`src/include/gb_io_params.svh`:
```
// Fixed widths and constants of the console I/O register block.
// Include this header wherever a width or a divider tap position is needed.

`ifndef GB_IO_PARAMS_SVH
`define GB_IO_PARAMS_SVH

`define GB_DATA_W 8   // Register data width.
`define GB_ADDR_W 8   // Offset of a register within the I/O page.
`define GB_NUM_IRQ 5  // Interrupt sources held in IF and IE.
`define GB_DIV_W 16   // Divider counter width; DIV is its top byte.

// Divider bits that clock TIMA for each TAC rate selection.
`define GB_TAP_1024 9
`define GB_TAP_16 3
`define GB_TAP_64 5
`define GB_TAP_256 7

`endif

```
`src/rtl/gb_bus_pkg.sv`:
```
// Types of the CPU-side register bus.
// The request travels with req and the response with ack in a four-phase handshake.

`default_nettype none

`include "gb_io_params.svh"

package gb_bus_pkg;

	typedef enum logic {
		BUS_READ,
		BUS_WRITE
	} bus_op_e;

	typedef struct packed {
		bus_op_e op;                  // Held stable while req is high.
		logic [`GB_ADDR_W-1:0] addr;
		logic [`GB_DATA_W-1:0] wdata; // Ignored on reads.
	} bus_req_t;

	typedef struct packed {
		logic [`GB_DATA_W-1:0] rdata; // Valid while ack is high.
		logic valid;                  // Low when no register answers the address.
	} bus_rsp_t;

endpackage

`default_nettype wire

```
`src/rtl/gb_io_pkg.sv`:
```
// Types of the I/O register block: register map, decoded write, joypad
// buttons and interrupt flag positions. Used by the bus controller and
// by each event block to pick out its own registers.

`default_nettype none

`include "gb_io_params.svh"

package gb_io_pkg;

	// Enum values are the register offsets within the I/O page.
	typedef enum logic [`GB_ADDR_W-1:0] {
		REG_P1   = 8'h00,
		REG_NONE = 8'h01, // The serial data offset, which nothing answers here.
		REG_DIV  = 8'h04,
		REG_TIMA = 8'h05,
		REG_TMA  = 8'h06,
		REG_TAC  = 8'h07,
		REG_IF   = 8'h0F,
		REG_STAT = 8'h41,
		REG_LY   = 8'h44,
		REG_LYC  = 8'h45,
		REG_IE   = 8'hFF
	} io_reg_e;

	typedef struct packed {
		logic strobe;                // High for one cycle per bus write.
		io_reg_e id;
		logic [`GB_DATA_W-1:0] data;
	} io_wr_t;

	// All buttons read 0 while pressed.
	typedef struct packed {
		logic right;
		logic left;
		logic up;
		logic down;
		logic a;
		logic b;
		logic select;
		logic start;
	} buttons_t;

	typedef enum logic [2:0] {
		IRQ_VBLANK   = 3'd0,
		IRQ_LCD_STAT = 3'd1,
		IRQ_TIMER    = 3'd2,
		IRQ_SERIAL   = 3'd3,
		IRQ_JOYPAD   = 3'd4
	} irq_bit_e;

endpackage

`default_nettype wire

```
`src/rtl/io_bus_ctrl.sv`:
```
// Register bus slave of the I/O block. Runs the req/ack handshake, decodes
// the offset, sends one write strobe per write to the event blocks, and
// holds the interrupt flag and enable registers that drive irq.

`default_nettype none

`include "gb_io_params.svh"

module io_bus_ctrl (
	input  logic clk,
	input  logic rst,
	input  logic req,
	input  gb_bus_pkg::bus_req_t bus_req,
	output logic ack,
	output gb_bus_pkg::bus_rsp_t bus_rsp,
	output gb_io_pkg::io_wr_t wr,
	input  logic [3:0][`GB_DATA_W-1:0] timer_rd, // DIV, TIMA, TMA, TAC from index 0 up.
	input  logic [`GB_DATA_W-1:0] joy_rd,
	input  logic [`GB_DATA_W-1:0] stat_rd,
	input  logic [`GB_DATA_W-1:0] lyc_rd,
	input  logic timer_evt,
	input  logic joypad_evt,
	input  logic vblank_evt,
	input  logic stat_evt,
	input  logic [`GB_DATA_W-1:0] ly,
	output logic irq
);

	typedef enum logic [1:0] {
		ST_IDLE,
		ST_ACK,
		ST_WAIT_REL
	} state_e;

	state_e state_q, state_d;
	gb_io_pkg::io_reg_e reg_id;
	logic access;
	logic [`GB_DATA_W-1:0] rd_data;
	logic [`GB_NUM_IRQ-1:0] if_q, if_d, ie_q, evt_vec;

	function automatic gb_io_pkg::io_reg_e decode(input logic [`GB_ADDR_W-1:0] addr);
		gb_io_pkg::io_reg_e id;
		id = gb_io_pkg::io_reg_e'(addr);
		case (id)
			gb_io_pkg::REG_P1, gb_io_pkg::REG_DIV, gb_io_pkg::REG_TIMA,
			gb_io_pkg::REG_TMA, gb_io_pkg::REG_TAC, gb_io_pkg::REG_IF,
			gb_io_pkg::REG_STAT, gb_io_pkg::REG_LY, gb_io_pkg::REG_LYC,
			gb_io_pkg::REG_IE: return id;
			default: return gb_io_pkg::REG_NONE;
		endcase
	endfunction

	assign reg_id = decode(bus_req.addr);
	assign access = (state_q == ST_IDLE) && req; // The access happens in the sampling cycle.
	assign ack = (state_q != ST_IDLE);

	always_comb begin
		state_d = state_q;
		case (state_q)
			ST_IDLE: if (req) state_d = ST_ACK;
			ST_ACK: state_d = req ? ST_WAIT_REL : ST_IDLE;
			ST_WAIT_REL: if (!req) state_d = ST_IDLE; // Ack holds as long as the master does.
			default: state_d = ST_IDLE;
		endcase
	end

	always_ff @(posedge clk, posedge rst) begin
		if (rst) state_q <= ST_IDLE;
		else state_q <= state_d;
	end

	assign wr.strobe = access && (bus_req.op == gb_bus_pkg::BUS_WRITE);
	assign wr.id = reg_id;
	assign wr.data = bus_req.wdata;

	always_comb begin
		case (reg_id)
			gb_io_pkg::REG_P1: rd_data = joy_rd;
			gb_io_pkg::REG_DIV, gb_io_pkg::REG_TIMA,
			gb_io_pkg::REG_TMA, gb_io_pkg::REG_TAC: rd_data = timer_rd[bus_req.addr[1:0]];
			gb_io_pkg::REG_IF: rd_data = {{(`GB_DATA_W - `GB_NUM_IRQ){1'b1}}, if_q};
			gb_io_pkg::REG_STAT: rd_data = stat_rd;
			gb_io_pkg::REG_LY: rd_data = ly;
			gb_io_pkg::REG_LYC: rd_data = lyc_rd;
			gb_io_pkg::REG_IE: rd_data = {{(`GB_DATA_W - `GB_NUM_IRQ){1'b0}}, ie_q};
			default: rd_data = '1; // Open bus.
		endcase
	end

	always_ff @(posedge clk) begin
		if (access) begin
			bus_rsp.rdata <= rd_data;
			bus_rsp.valid <= (reg_id != gb_io_pkg::REG_NONE);
		end
	end

	always_comb begin
		evt_vec = '0;
		evt_vec[gb_io_pkg::IRQ_VBLANK] = vblank_evt;
		evt_vec[gb_io_pkg::IRQ_LCD_STAT] = stat_evt;
		evt_vec[gb_io_pkg::IRQ_TIMER] = timer_evt;
		evt_vec[gb_io_pkg::IRQ_JOYPAD] = joypad_evt;
	end

	always_comb begin
		if_d = if_q;
		if (wr.strobe && wr.id == gb_io_pkg::REG_IF) if_d = wr.data[`GB_NUM_IRQ-1:0];
		if_d = if_d | evt_vec; // An event in the write cycle is not lost.
		if_d[gb_io_pkg::IRQ_SERIAL] = 1'b0; // No serial port in this block.
	end

	always_ff @(posedge clk, posedge rst) begin
		if (rst) begin
			if_q <= '0;
			ie_q <= '0;
		end else begin
			if_q <= if_d;
			if (wr.strobe && wr.id == gb_io_pkg::REG_IE) ie_q <= wr.data[`GB_NUM_IRQ-1:0];
		end
	end

	assign irq = |(if_q & ie_q);

endmodule

`default_nettype wire

```
`src/rtl/io_timer.sv`:
```
// Divider and programmable timer. DIV is the top byte of a free-running
// counter; TIMA steps on falling edges of the divider tap chosen by TAC
// and reloads from TMA when it wraps, raising the timer event.

`default_nettype none

`include "gb_io_params.svh"

module io_timer (
	input  logic clk,
	input  logic rst,
	input  gb_io_pkg::io_wr_t wr,
	output logic [`GB_DATA_W-1:0] rd_div,
	output logic [`GB_DATA_W-1:0] rd_tima,
	output logic [`GB_DATA_W-1:0] rd_tma,
	output logic [`GB_DATA_W-1:0] rd_tac,
	output logic timer_evt
);

	logic [`GB_DIV_W-1:0] div_q;
	logic [`GB_DATA_W-1:0] tima_q, tma_q;
	logic [2:0] tac_q;
	logic tap, tap_in, tap_q, tick, tima_wr;

	always_comb begin
		case (tac_q[1:0])
			2'b00: tap = div_q[`GB_TAP_1024];
			2'b01: tap = div_q[`GB_TAP_16];
			2'b10: tap = div_q[`GB_TAP_64];
			default: tap = div_q[`GB_TAP_256];
		endcase
	end

	assign tap_in = tap & tac_q[2];   // Disabling the timer gates the tap low.
	assign tick = tap_q & ~tap_in;    // Falling edge of the gated tap.
	assign tima_wr = wr.strobe && (wr.id == gb_io_pkg::REG_TIMA);
	assign timer_evt = tick && (tima_q == 8'hFF) && !tima_wr;

	always_ff @(posedge clk, posedge rst) begin
		if (rst) begin
			div_q <= '0;
			tap_q <= 1'b0;
			tima_q <= '0;
			tma_q <= '0;
			tac_q <= '0;
		end else begin
			if (wr.strobe && wr.id == gb_io_pkg::REG_DIV) div_q <= '0; // Any value clears it.
			else div_q <= div_q + 1'b1;
			tap_q <= tap_in;
			if (tima_wr) tima_q <= wr.data;
			else if (tick) tima_q <= (tima_q == 8'hFF) ? tma_q : tima_q + 8'd1;
			if (wr.strobe && wr.id == gb_io_pkg::REG_TMA) tma_q <= wr.data;
			if (wr.strobe && wr.id == gb_io_pkg::REG_TAC) tac_q <= wr.data[2:0];
		end
	end

	assign rd_div = div_q[`GB_DIV_W-1 -: `GB_DATA_W];
	assign rd_tima = tima_q;
	assign rd_tma = tma_q;
	assign rd_tac = {5'b0, tac_q};

endmodule

`default_nettype wire

```
`src/rtl/joypad_scan.sv`:
```
// Joypad register P1. The CPU selects the direction or action row through
// bits 5:4 and reads the matrix on the low nibble. A new press of any
// button raises the joypad event.

`default_nettype none

`include "gb_io_params.svh"

module joypad_scan (
	input  logic clk,
	input  logic rst,
	input  gb_io_pkg::io_wr_t wr,
	input  gb_io_pkg::buttons_t buttons,
	output logic [`GB_DATA_W-1:0] p1_rd,
	output logic joypad_evt
);

	logic [1:0] sel_q; // Bit 0 low picks directions, bit 1 low picks actions.
	gb_io_pkg::buttons_t btn_q;
	logic [3:0] dir_nib, act_nib, low_nib;

	assign dir_nib = {buttons.down, buttons.up, buttons.left, buttons.right};
	assign act_nib = {buttons.start, buttons.select, buttons.b, buttons.a};
	assign low_nib = (sel_q[0] ? 4'hF : dir_nib) & (sel_q[1] ? 4'hF : act_nib);
	assign p1_rd = {2'b11, sel_q, low_nib};

	always_ff @(posedge clk, posedge rst) begin
		if (rst) begin
			sel_q <= 2'b11;
			btn_q <= '1; // All released.
			joypad_evt <= 1'b0;
		end else begin
			if (wr.strobe && wr.id == gb_io_pkg::REG_P1) sel_q <= wr.data[5:4];
			btn_q <= buttons;
			joypad_evt <= |(btn_q & ~buttons); // High to low is a press.
		end
	end

endmodule

`default_nettype wire

```
`src/rtl/lcd_stat_irq.sv`:
```
// LCD status and line compare. Registers the display mode and the LY/LYC
// match for STAT, and raises the vertical-blank event and the STAT event
// on mode entries and on a new coincidence, as enabled in STAT.

`default_nettype none

`include "gb_io_params.svh"

module lcd_stat_irq (
	input  logic clk,
	input  logic rst,
	input  gb_io_pkg::io_wr_t wr,
	input  logic [1:0] lcd_mode,
	input  logic [`GB_DATA_W-1:0] ly,
	output logic [`GB_DATA_W-1:0] stat_rd,
	output logic [`GB_DATA_W-1:0] lyc_rd,
	output logic vblank_evt,
	output logic stat_evt
);

	logic [3:0] stat_en_q; // STAT bits 6:3.
	logic [`GB_DATA_W-1:0] lyc_q;
	logic [1:0] mode_q;
	logic coin_q, coin_d, mode_entry, mode_hit, coin_hit;

	assign coin_d = (ly == lyc_q);
	assign mode_entry = (lcd_mode != mode_q);
	// Mode 3 has no enable bit.
	assign mode_hit = mode_entry && (lcd_mode != 2'd3) && stat_en_q[lcd_mode];
	assign coin_hit = stat_en_q[3] && coin_d && !coin_q;

	always_ff @(posedge clk, posedge rst) begin
		if (rst) begin
			stat_en_q <= '0;
			lyc_q <= '0;
			mode_q <= 2'd0;
			coin_q <= 1'b0;
			vblank_evt <= 1'b0;
			stat_evt <= 1'b0;
		end else begin
			if (wr.strobe && wr.id == gb_io_pkg::REG_STAT) stat_en_q <= wr.data[6:3];
			if (wr.strobe && wr.id == gb_io_pkg::REG_LYC) lyc_q <= wr.data;
			mode_q <= lcd_mode;
			coin_q <= coin_d;
			vblank_evt <= mode_entry && (lcd_mode == 2'd1);
			stat_evt <= mode_hit || coin_hit;
		end
	end

	assign stat_rd = {1'b1, stat_en_q, coin_q, mode_q};
	assign lyc_rd = lyc_q;

endmodule

`default_nettype wire

```
`src/rtl/gb_io_top.sv`:
```
// Memory-mapped I/O register block of the handheld console. The CPU reaches
// the joypad, timer, LCD status and interrupt registers over the req/ack bus;
// irq goes back to the CPU. Display mode and line come from the display engine.

`default_nettype none

`include "gb_io_params.svh"

module gb_io_top (
	input  logic clk,
	input  logic rst,
	input  logic req,
	input  gb_bus_pkg::bus_req_t bus_req,
	output logic ack,
	output gb_bus_pkg::bus_rsp_t bus_rsp,
	input  gb_io_pkg::buttons_t buttons,
	input  logic [1:0] lcd_mode,
	input  logic [`GB_DATA_W-1:0] ly,
	output logic irq
);

	gb_io_pkg::io_wr_t wr;
	logic [`GB_DATA_W-1:0] rd_div, rd_tima, rd_tma, rd_tac;
	logic [`GB_DATA_W-1:0] joy_rd, stat_rd, lyc_rd;
	logic timer_evt, joypad_evt, vblank_evt, stat_evt;

	io_bus_ctrl u_bus_ctrl (
		.clk        (clk),
		.rst        (rst),
		.req        (req),
		.bus_req    (bus_req),
		.ack        (ack),
		.bus_rsp    (bus_rsp),
		.wr         (wr),
		.timer_rd   ({rd_tac, rd_tma, rd_tima, rd_div}), // Indexed by the low offset bits.
		.joy_rd     (joy_rd),
		.stat_rd    (stat_rd),
		.lyc_rd     (lyc_rd),
		.timer_evt  (timer_evt),
		.joypad_evt (joypad_evt),
		.vblank_evt (vblank_evt),
		.stat_evt   (stat_evt),
		.ly         (ly),
		.irq        (irq)
	);

	io_timer u_timer (
		.clk       (clk),
		.rst       (rst),
		.wr        (wr),
		.rd_div    (rd_div),
		.rd_tima   (rd_tima),
		.rd_tma    (rd_tma),
		.rd_tac    (rd_tac),
		.timer_evt (timer_evt)
	);

	joypad_scan u_joypad (
		.clk        (clk),
		.rst        (rst),
		.wr         (wr),
		.buttons    (buttons),
		.p1_rd      (joy_rd),
		.joypad_evt (joypad_evt)
	);

	lcd_stat_irq u_lcd_stat (
		.clk        (clk),
		.rst        (rst),
		.wr         (wr),
		.lcd_mode   (lcd_mode),
		.ly         (ly),
		.stat_rd    (stat_rd),
		.lyc_rd     (lyc_rd),
		.vblank_evt (vblank_evt),
		.stat_evt   (stat_evt)
	);

endmodule

`default_nettype wire

```
`config.mk`:
```
export PLATFORM = sky130hd
export DESIGN_NAME = gb_io_top
export DESIGN_NICKNAME = d
export VERILOG_FILES = /design/src/rtl/gb_bus_pkg.sv /design/src/rtl/gb_io_pkg.sv /design/src/rtl/io_bus_ctrl.sv /design/src/rtl/io_timer.sv /design/src/rtl/joypad_scan.sv /design/src/rtl/lcd_stat_irq.sv /design/src/rtl/gb_io_top.sv
export VERILOG_INCLUDE_DIRS = /design/src /design/src/include
export SDC_FILE = /design/constraint.sdc
export NUM_CORES = 1
export LEC_CHECK = 0
export BUFFER_PORTS_ARGS = -buffer_cell sky130_fd_sc_hd__buf_2
export CAP_MARGIN = 20
export CORE_MARGIN = 4
export CORE_UTILIZATION = 63
export DETAILED_ROUTE_END_ITERATION = 10
export GPL_ROUTABILITY_DRIVEN = 1
export PLACE_DENSITY = 0.83
export SYNTH_ARGS = -nofsm -noshare
export SYNTH_HDL_FRONTEND = slang
export SYNTH_SLANG_ARGS = --single-unit
```
`constraint.sdc`:
```
create_clock -name clk -period 5.8 [get_ports clk]
set_input_delay 1.16 -clock clk [delete_from_list [all_inputs] [get_ports clk]]
set_output_delay 1.16 -clock clk [all_outputs]
set_load 0.05 [all_outputs]
```
==> results of run 1 <==
final cells by class:
type | count | share of cell area
Clock buffer | 12 | 0.0315
Clock inverter | 4 | 0.00957
Inverter | 21 | 0.0159
Multi-Input combinational cell | 280 | 0.432
Sequential cell | 84 | 0.435
Tap cell | 96 | 0.0242
Timing Repair Buffer | 51 | 0.0529
metal layers:
layer / vias to the layer above / share of wire
met1: 1667 / 0.45
met2: 151 / 0.45
li1: 1592 / -
met4: 0 / 0.027
met3: 35 / 0.070
met5: - / 0
state kept, by name (all words and copies together) (netlist names), 5 cells and up:
signal              flops
u_bus_ctrl.bus_rsp      9
u_bus_ctrl.ie_q         5
u_joypad.btn_q          8
u_lcd_stat.lyc_rd       8
u_timer.div_q          16
u_timer.rd_tima         8
u_timer.rd_tma          8
cells in the mapped netlist, types with 7 or more instances:
library cell / count
mux2_4: 8
mux2_2: 31
dfrtp_1: 65
xnor2_1: 19
inv_1: 21
nand2_1: 20
nand3_1: 13
o22ai_1: 8
mux2i_1: 10
nor3_1: 12
a22oi_1: 9
nor2_1: 25
nor4_1: 7
o31ai_1: 7
a21oi_1: 12
edfxtp_1: 9
nor2b_1: 7
nand4_1: 8
dfstp_2: 10
worst max-delay path, cell delays in order:
cell and delay (ns):
buf_2 0.44, nand2b_2 0.15, nor4b_1 0.98, nor3b_4 0.41
mux2_2 0.38
power breakdown:
part,internal (mW),switching (mW)
Sequential,0.639,0.0449
Clock,0.224,0.209
Combinational,0.0711,0.113
Total,0.935,0.366
per-stage QoR:
| step | power (mW) | cell area [µm²] |
|---|---|---|
| after floorplan | 0.812 | 4440 |
| after global placement | 0.867 | 4770 |
| after detailed placement | 0.875 | 4770 |
| after CTS | 1.30 | 4970 |
| after global routing | 1.36 | 4970 |
| final | 1.30 | 4970 |
cell families (layout without fill, tap and decap cells):
logic type	after synthesis	in the layout	synth area share
xor+xnor	22	22	0.0434
simple gates	129	129	0.167
flops	84	84	0.486
buf+inv	33	88	0.0310
mux	52	52	0.143
compound gates	75	75	0.123
fa+ha+maj	2	2	0.00563
how the worst max path moves through the flow:
stage / from / end / slack (ns) / cells past startpoint
3_3_place_gp: bus_req[12] / u_timer.rd_tma[7] / 2.29 / 5
5_1_grt: bus_req[8] / u_lcd_stat.stat_en_q[1] / 2.33 / 5
4_1_cts: bus_req[12] / u_timer.rd_tma[6] / 2.61 / 5
3_5_place_dp: bus_req[8] / u_lcd_stat.stat_en_q[1] / 2.23 / 5
6_report: bus_req[8] / u_lcd_stat.stat_en_q[1] / 2.50 / 5
2_1_floorplan: rst / u_bus_ctrl.ie_q[0] / 2.75 / 1
==> metrics.txt, run 1 <==
outcome finished, final reports clean; layout cells sized above 1 0.283; DRT antenna net count 0; CTS tree built; clk buf depth 2; hold path cells 1; commonest non-fill, non-tap cell in the layout dfrtp_1; met1 usage 0.391; post-route insts no fill 548; die height 92.0 µm; Power Dens Cells 262 mW/mm²; Root Driver clkbuf_8; IR drop worst, VDD 0.216 mV; post-DP HPWL 7790 µm; critical path fanouts, max 27; cts bufs inserted 9; Ant. Diodes 0; Net Count, Synth 437; Placeable Area 0.00683 mm²; r2r setup slk 3.08 ns; Starting Density 0.650; M2 GR Usage 0.416; Mapped Area 0.00444 mm²; Final nets 487; H-tree lvl count 3; grt met3 use 0.0525; cts repair resizes 0; hold_sp u_lcd_stat.stat_evt; Pleak 2.11 nW; Slew HR 0.227; global-route wire length before repair 18000 µm; Synth Instances 397; area fraction of the dominant cell type after synthesis 0.366; Final Worst Setup Slack 2.50 ns; Finish-stage setup viols 0; async set-or-reset flop fraction in the synthesized netlist 0.893; Final Skew 0.0126 ns; worst slew pin tran 1.14 ns; count of pins over their slew limit 0; RSZ-0062 raised after global routing false; critical path class input port to flip-flop; vias per cell 6.29; WP data arrival 3.54 ns; 1st-iter DRT viols 345; area delta synth->final 11.9%; Yosys reg bits 84; Critical Path Sink Type flip-flop; # IOs 49; area occupied by multi-input gates 0.00214 mm²; Critical R2R Launch u_bus_ctrl.state_q[0]; Yosys cell types 62; Fin. Hold Viols 0; worst skew pair latency 0.37 ns; # hold bufs at CTS 0; Port Buffer Count 48; fillers 507; DR pass1 iterations 5; Fmax 303 MHz; Seq/Total Area, Yosys 0.486; vias 3445; hold_ws 0.446 ns; # Max-Cap Violations 0; die area 0.00846 mm²; GR Util All Layers 0.275; Main synth FF type dfrtp_1; Post-synth EDFFs 9; # placed instances 532; total gr overflow 0; post-layout utilization of the core 0.727; Req. time, crit path 6.04 ns; area leader, netlist dfrtp_1; most frequent cells in the layout 65 x dfrtp_1, 48 x buf_2, 31 x mux2_2; Mean Syn Cell Area 11.2 µm²; Reg2Reg Depth 3; dpl ws 2.23 ns; busiest grt layer met2; Hold Path Class flip-flop to flip-flop; site row count 30; Routed WL 10900 µm; Tmin final 3.30 ns; YS warnings 0; worst flop-to-flop path endpoint u_lcd_stat.lyc_rd[6]; antenna violations before repair 0; pin count of the biggest net entering global routing 76; clock sink count 84; hold path endpoint u_bus_ctrl.if_q[1]; Die W 92.0 µm; Area contributors post-synth dfrtp_1 37%, mux2_2 7.9%, edfxtp_1 6.1%; area occupied by registers 0.00216 mm²; Placer Congestion 0.930; TNS Setup 0 ns; clock-pin slew on the worst setup and hold paths 0.09 ns; Wirelength per Cell 20.0 µm; Tcrit/Tclk final 0.569; critical path launch point type input port; vias in the first global route 3519; setup bufs post-CTS 0; detailed-route DRC error count 0
(Power assumes the default switching activity.)
==> run 2, diff against run 1 <==
ABC_AREA = 1   (was unset)
CORE_UTILIZATION = 59   (was 63)
PLACE_DENSITY = 0.78   (was 0.83)
clock period = 3.31 ns   (was 5.8 ns; I/O delays follow)
==> metrics.txt, run 2 <==
CTS tree built (unchanged); Port Buffer Count 48 (unchanged); count leader, synth nand2_1 (was dfrtp_1); die height 97.5 µm (was 92.0 µm); Mapped Area 0.00472 mm² (was 0.00444 mm²); Ant. Diodes 0 (unchanged); 1st-iter DRT viols 299 (was 345); met2 WL 5680 µm (was 4960 µm); vias per cell 5.41 (was 6.29); die area 0.00950 mm² (was 0.00846 mm²); antenna violations before repair 0 (unchanged); Hold Path Class input port to asynchronous set/reset pin (was flip-flop to flip-flop); GR Util All Layers 0.258 (was 0.275); max reg flops 16 (unchanged); Sw Share 0.276 (was 0.282); cts repair resizes 0 (unchanged); sequential power share 0.490 (was 0.526); H-tree lvl count 3 (unchanged); DR pass1 iterations 5 (unchanged); M1 WL 5260 µm (was 4920 µm); Area contributors post-synth dfrtp_1 34%, nand2_1 17%, inv_1 6.3% (was dfrtp_1 37%, mux2_2 7.9%, edfxtp_1 6.1%); Seq/Total Area, Yosys 0.457 (was 0.486); Final nets 724 (was 487); # IOs 49 (unchanged); critical path class flip-flop to flip-flop (was input port to flip-flop); Final Skew 0.0129 ns (was 0.0126 ns); Pleak 2.65 nW (was 2.11 nW); Tcrit/Tclk final 0.596; # hold bufs at CTS 0 (unchanged); detailed-route DRC error count 0 (unchanged); RSZ-0062 raised after global routing false (unchanged); largest reg by FF count u_timer.div_q (unchanged); Post-synth EDFFs 9 (unchanged); hold_ws 0.409 ns (was 0.446 ns); post-DP HPWL 9170 µm (was 7790 µm); post-layout utilization of the core 0.686 (was 0.727); Sw Pwr 669 µW (was 366 µW); Starting Density 0.608 (was 0.650); critical path launch point type flip-flop (was input port); Placer Congestion 0.936 (was 0.930); layout cells sized above 1 0.165 (was 0.283); post-route insts no fill 791 (was 548); commonest cells in the synthesized netlist 214 x nand2_1, 79 x inv_1, 68 x nor2_1 (was 65 x dfrtp_1, 31 x mux2_2, 25 x nor2_1); leading registers by flop count u_timer.div_q: 16 flops, u_bus_ctrl.bus_rsp: 9 flops (unchanged); site row count 32 (was 30); Synth Instances 627 (was 397); Critical Path Sink Type flip-flop (unchanged); area fraction of the dominant cell type after synthesis 0.344 (was 0.366); top layer reached by signal wires met4 (unchanged); critical path fanouts, max 8 (was 27); # placed instances 775 (was 532); clk buf depth 2 (unchanged); Finish-stage setup viols 0 (unchanged); Pint 1.76 mW (was 935 µW); vias in the first global route 4150 (was 3519); area delta synth->final 12.8% (was 11.9%); worst skew pair latency 0.36 ns (was 0.37 ns); most frequent cells in the layout 214 x nand2_1, 78 x inv_1, 68 x nor2_1 (was 65 x dfrtp_1, 48 x buf_2, 31 x mux2_2); met3 WL post-DR 743 µm (was 762 µm); WP data arrival 2.23 ns (was 3.54 ns); outcome finished, final reports clean (unchanged); fillers 685 (was 507); Req. time, crit path 3.56 ns (was 6.04 ns); clock share of power 0.384 (was 0.333); async set-or-reset flop fraction in the synthesized netlist 0.893 (unchanged); IR drop worst, VDD 0.253 mV (was 0.216 mV); DRT antenna net count 0 (unchanged); vias 4278 (was 3445); Yosys cell types 42 (was 62); global-route wire length before repair 19900 µm (was 18000 µm); Main synth FF type dfrtp_1 (unchanged); Fin. Hold Viols 0 (unchanged); area leader, netlist dfrtp_1 (unchanged); Net Count, Synth 667 (was 437); Wirelength per Cell 14.9 µm (was 20.0 µm); commonest non-fill, non-tap cell in the layout nand2_1 (was dfrtp_1); # Max-Cap Violations 0 (unchanged); clock sink count 84 (unchanged); count of pins over their slew limit 0 (unchanged); Tmin final 1.97 ns; Yosys reg bits 84 (unchanged); TNS Setup 0 ns (unchanged); combinational share of power 0.126 (was 0.141); pin count of the biggest net entering global routing 35 (was 76); Routed WL 11800 µm (was 10900 µm); Fmax 507 MHz; Root Driver clkbuf_8 (unchanged); cts bufs inserted 9 (unchanged); Placeable Area 0.00777 mm² (was 0.00683 mm²); total gr overflow 0 (unchanged); setup bufs post-CTS 0 (unchanged); Mean Syn Cell Area 7.54 µm² (was 11.2 µm²); YS warnings 0 (unchanged); Reg2Reg Depth 9 (was 3); clock-pin slew on the worst setup and hold paths 0.10 ns (was 0.09 ns); worst slew pin tran 0.700 ns (was 1.14 ns); Slew HR 0.533 (was 0.227); Die W 97.5 µm (was 92.0 µm); Power Dens Cells 455 mW/mm² (was 262 mW/mm²)
## run 2: metrics by stage
stage / instance area [µm²] / setup WS [ns] / total power [mW]
after global placement: 5070 / 1.14 / 1.50
after floorplan: 4720 / 0.755 / 1.41
after detailed placement: 5070 / 1.08 / 1.51
after global routing: 5330 / 1.22 / 2.54
after CTS: 5330 / 1.38 / 2.43
final: 5330 / 1.34 / 2.43
## run 2: metal layers
layer  global-route usage  vias up
li1                     -     2104
met1                0.362     2007
met2                0.424      150
met3               0.0359       17
met4               0.0682        0
met5                    0        -
## run 2: cells by family after synthesis
family	share of synthesized area
DFF	0.457
AOI/OAI and AO/OA	0.0893
and+or+nand+nor	0.343
xor gates and xnor gates	0.0297
buffers and inverters	0.0760
adders and majority gates	0.00530
## run 2: power groups by stage
stage | sequential [mW] | combinational, mW | clock [mW]
after global routing | 1.20 | 0.352 | 0.991
after global placement | 1.20 | 0.294 | 0
after detailed placement | 1.21 | 0.307 | 0
after CTS | 1.19 | 0.308 | 0.937
final | 1.19 | 0.306 | 0.931
after floorplan | 1.20 | 0.206 | 0
## run 2: worst max-delay path: stages, from the launching register on
cell and delay [ns]:
dfrtp_1 0.44, ha_1 0.20, nand2_1 0.10, nor2_1 0.32
nand2_1 0.25, or2_1 0.27, nand3_1 0.09, nand2_1 0.06
nand2_1 0.07, nand2_1 0.05
## run 2: worst paths after layout
kind | start | to | slack (ns)
min in group clk | buttons[5] | u_joypad.btn_q[5] | 0.41
setup reg to reg | u_timer.rd_tima[1] | u_timer.rd_tima[3] | 1.34
max in group asynchronous | rst | u_timer.rd_tma[2] | 2.13
hold / removal | rst | u_bus_ctrl.if_q[1] | 0.41
hold reg to reg | u_bus_ctrl.state_q[1] | u_bus_ctrl.state_q[1] | 0.45
setup / recovery | u_timer.rd_tima[1] | u_timer.rd_tima[3] | 1.34
## run 2: layout make-up
class	instances	area [µm²]	share of cell area
multi-input combinational	455	2210	0.414
sequential	84	2160	0.405
inverter	82	309	0.0580
timing repair buffer	52	270	0.0507
clock buffer	10	138	0.0258
tap	102	128	0.0239
clock inverter	6	119	0.0223
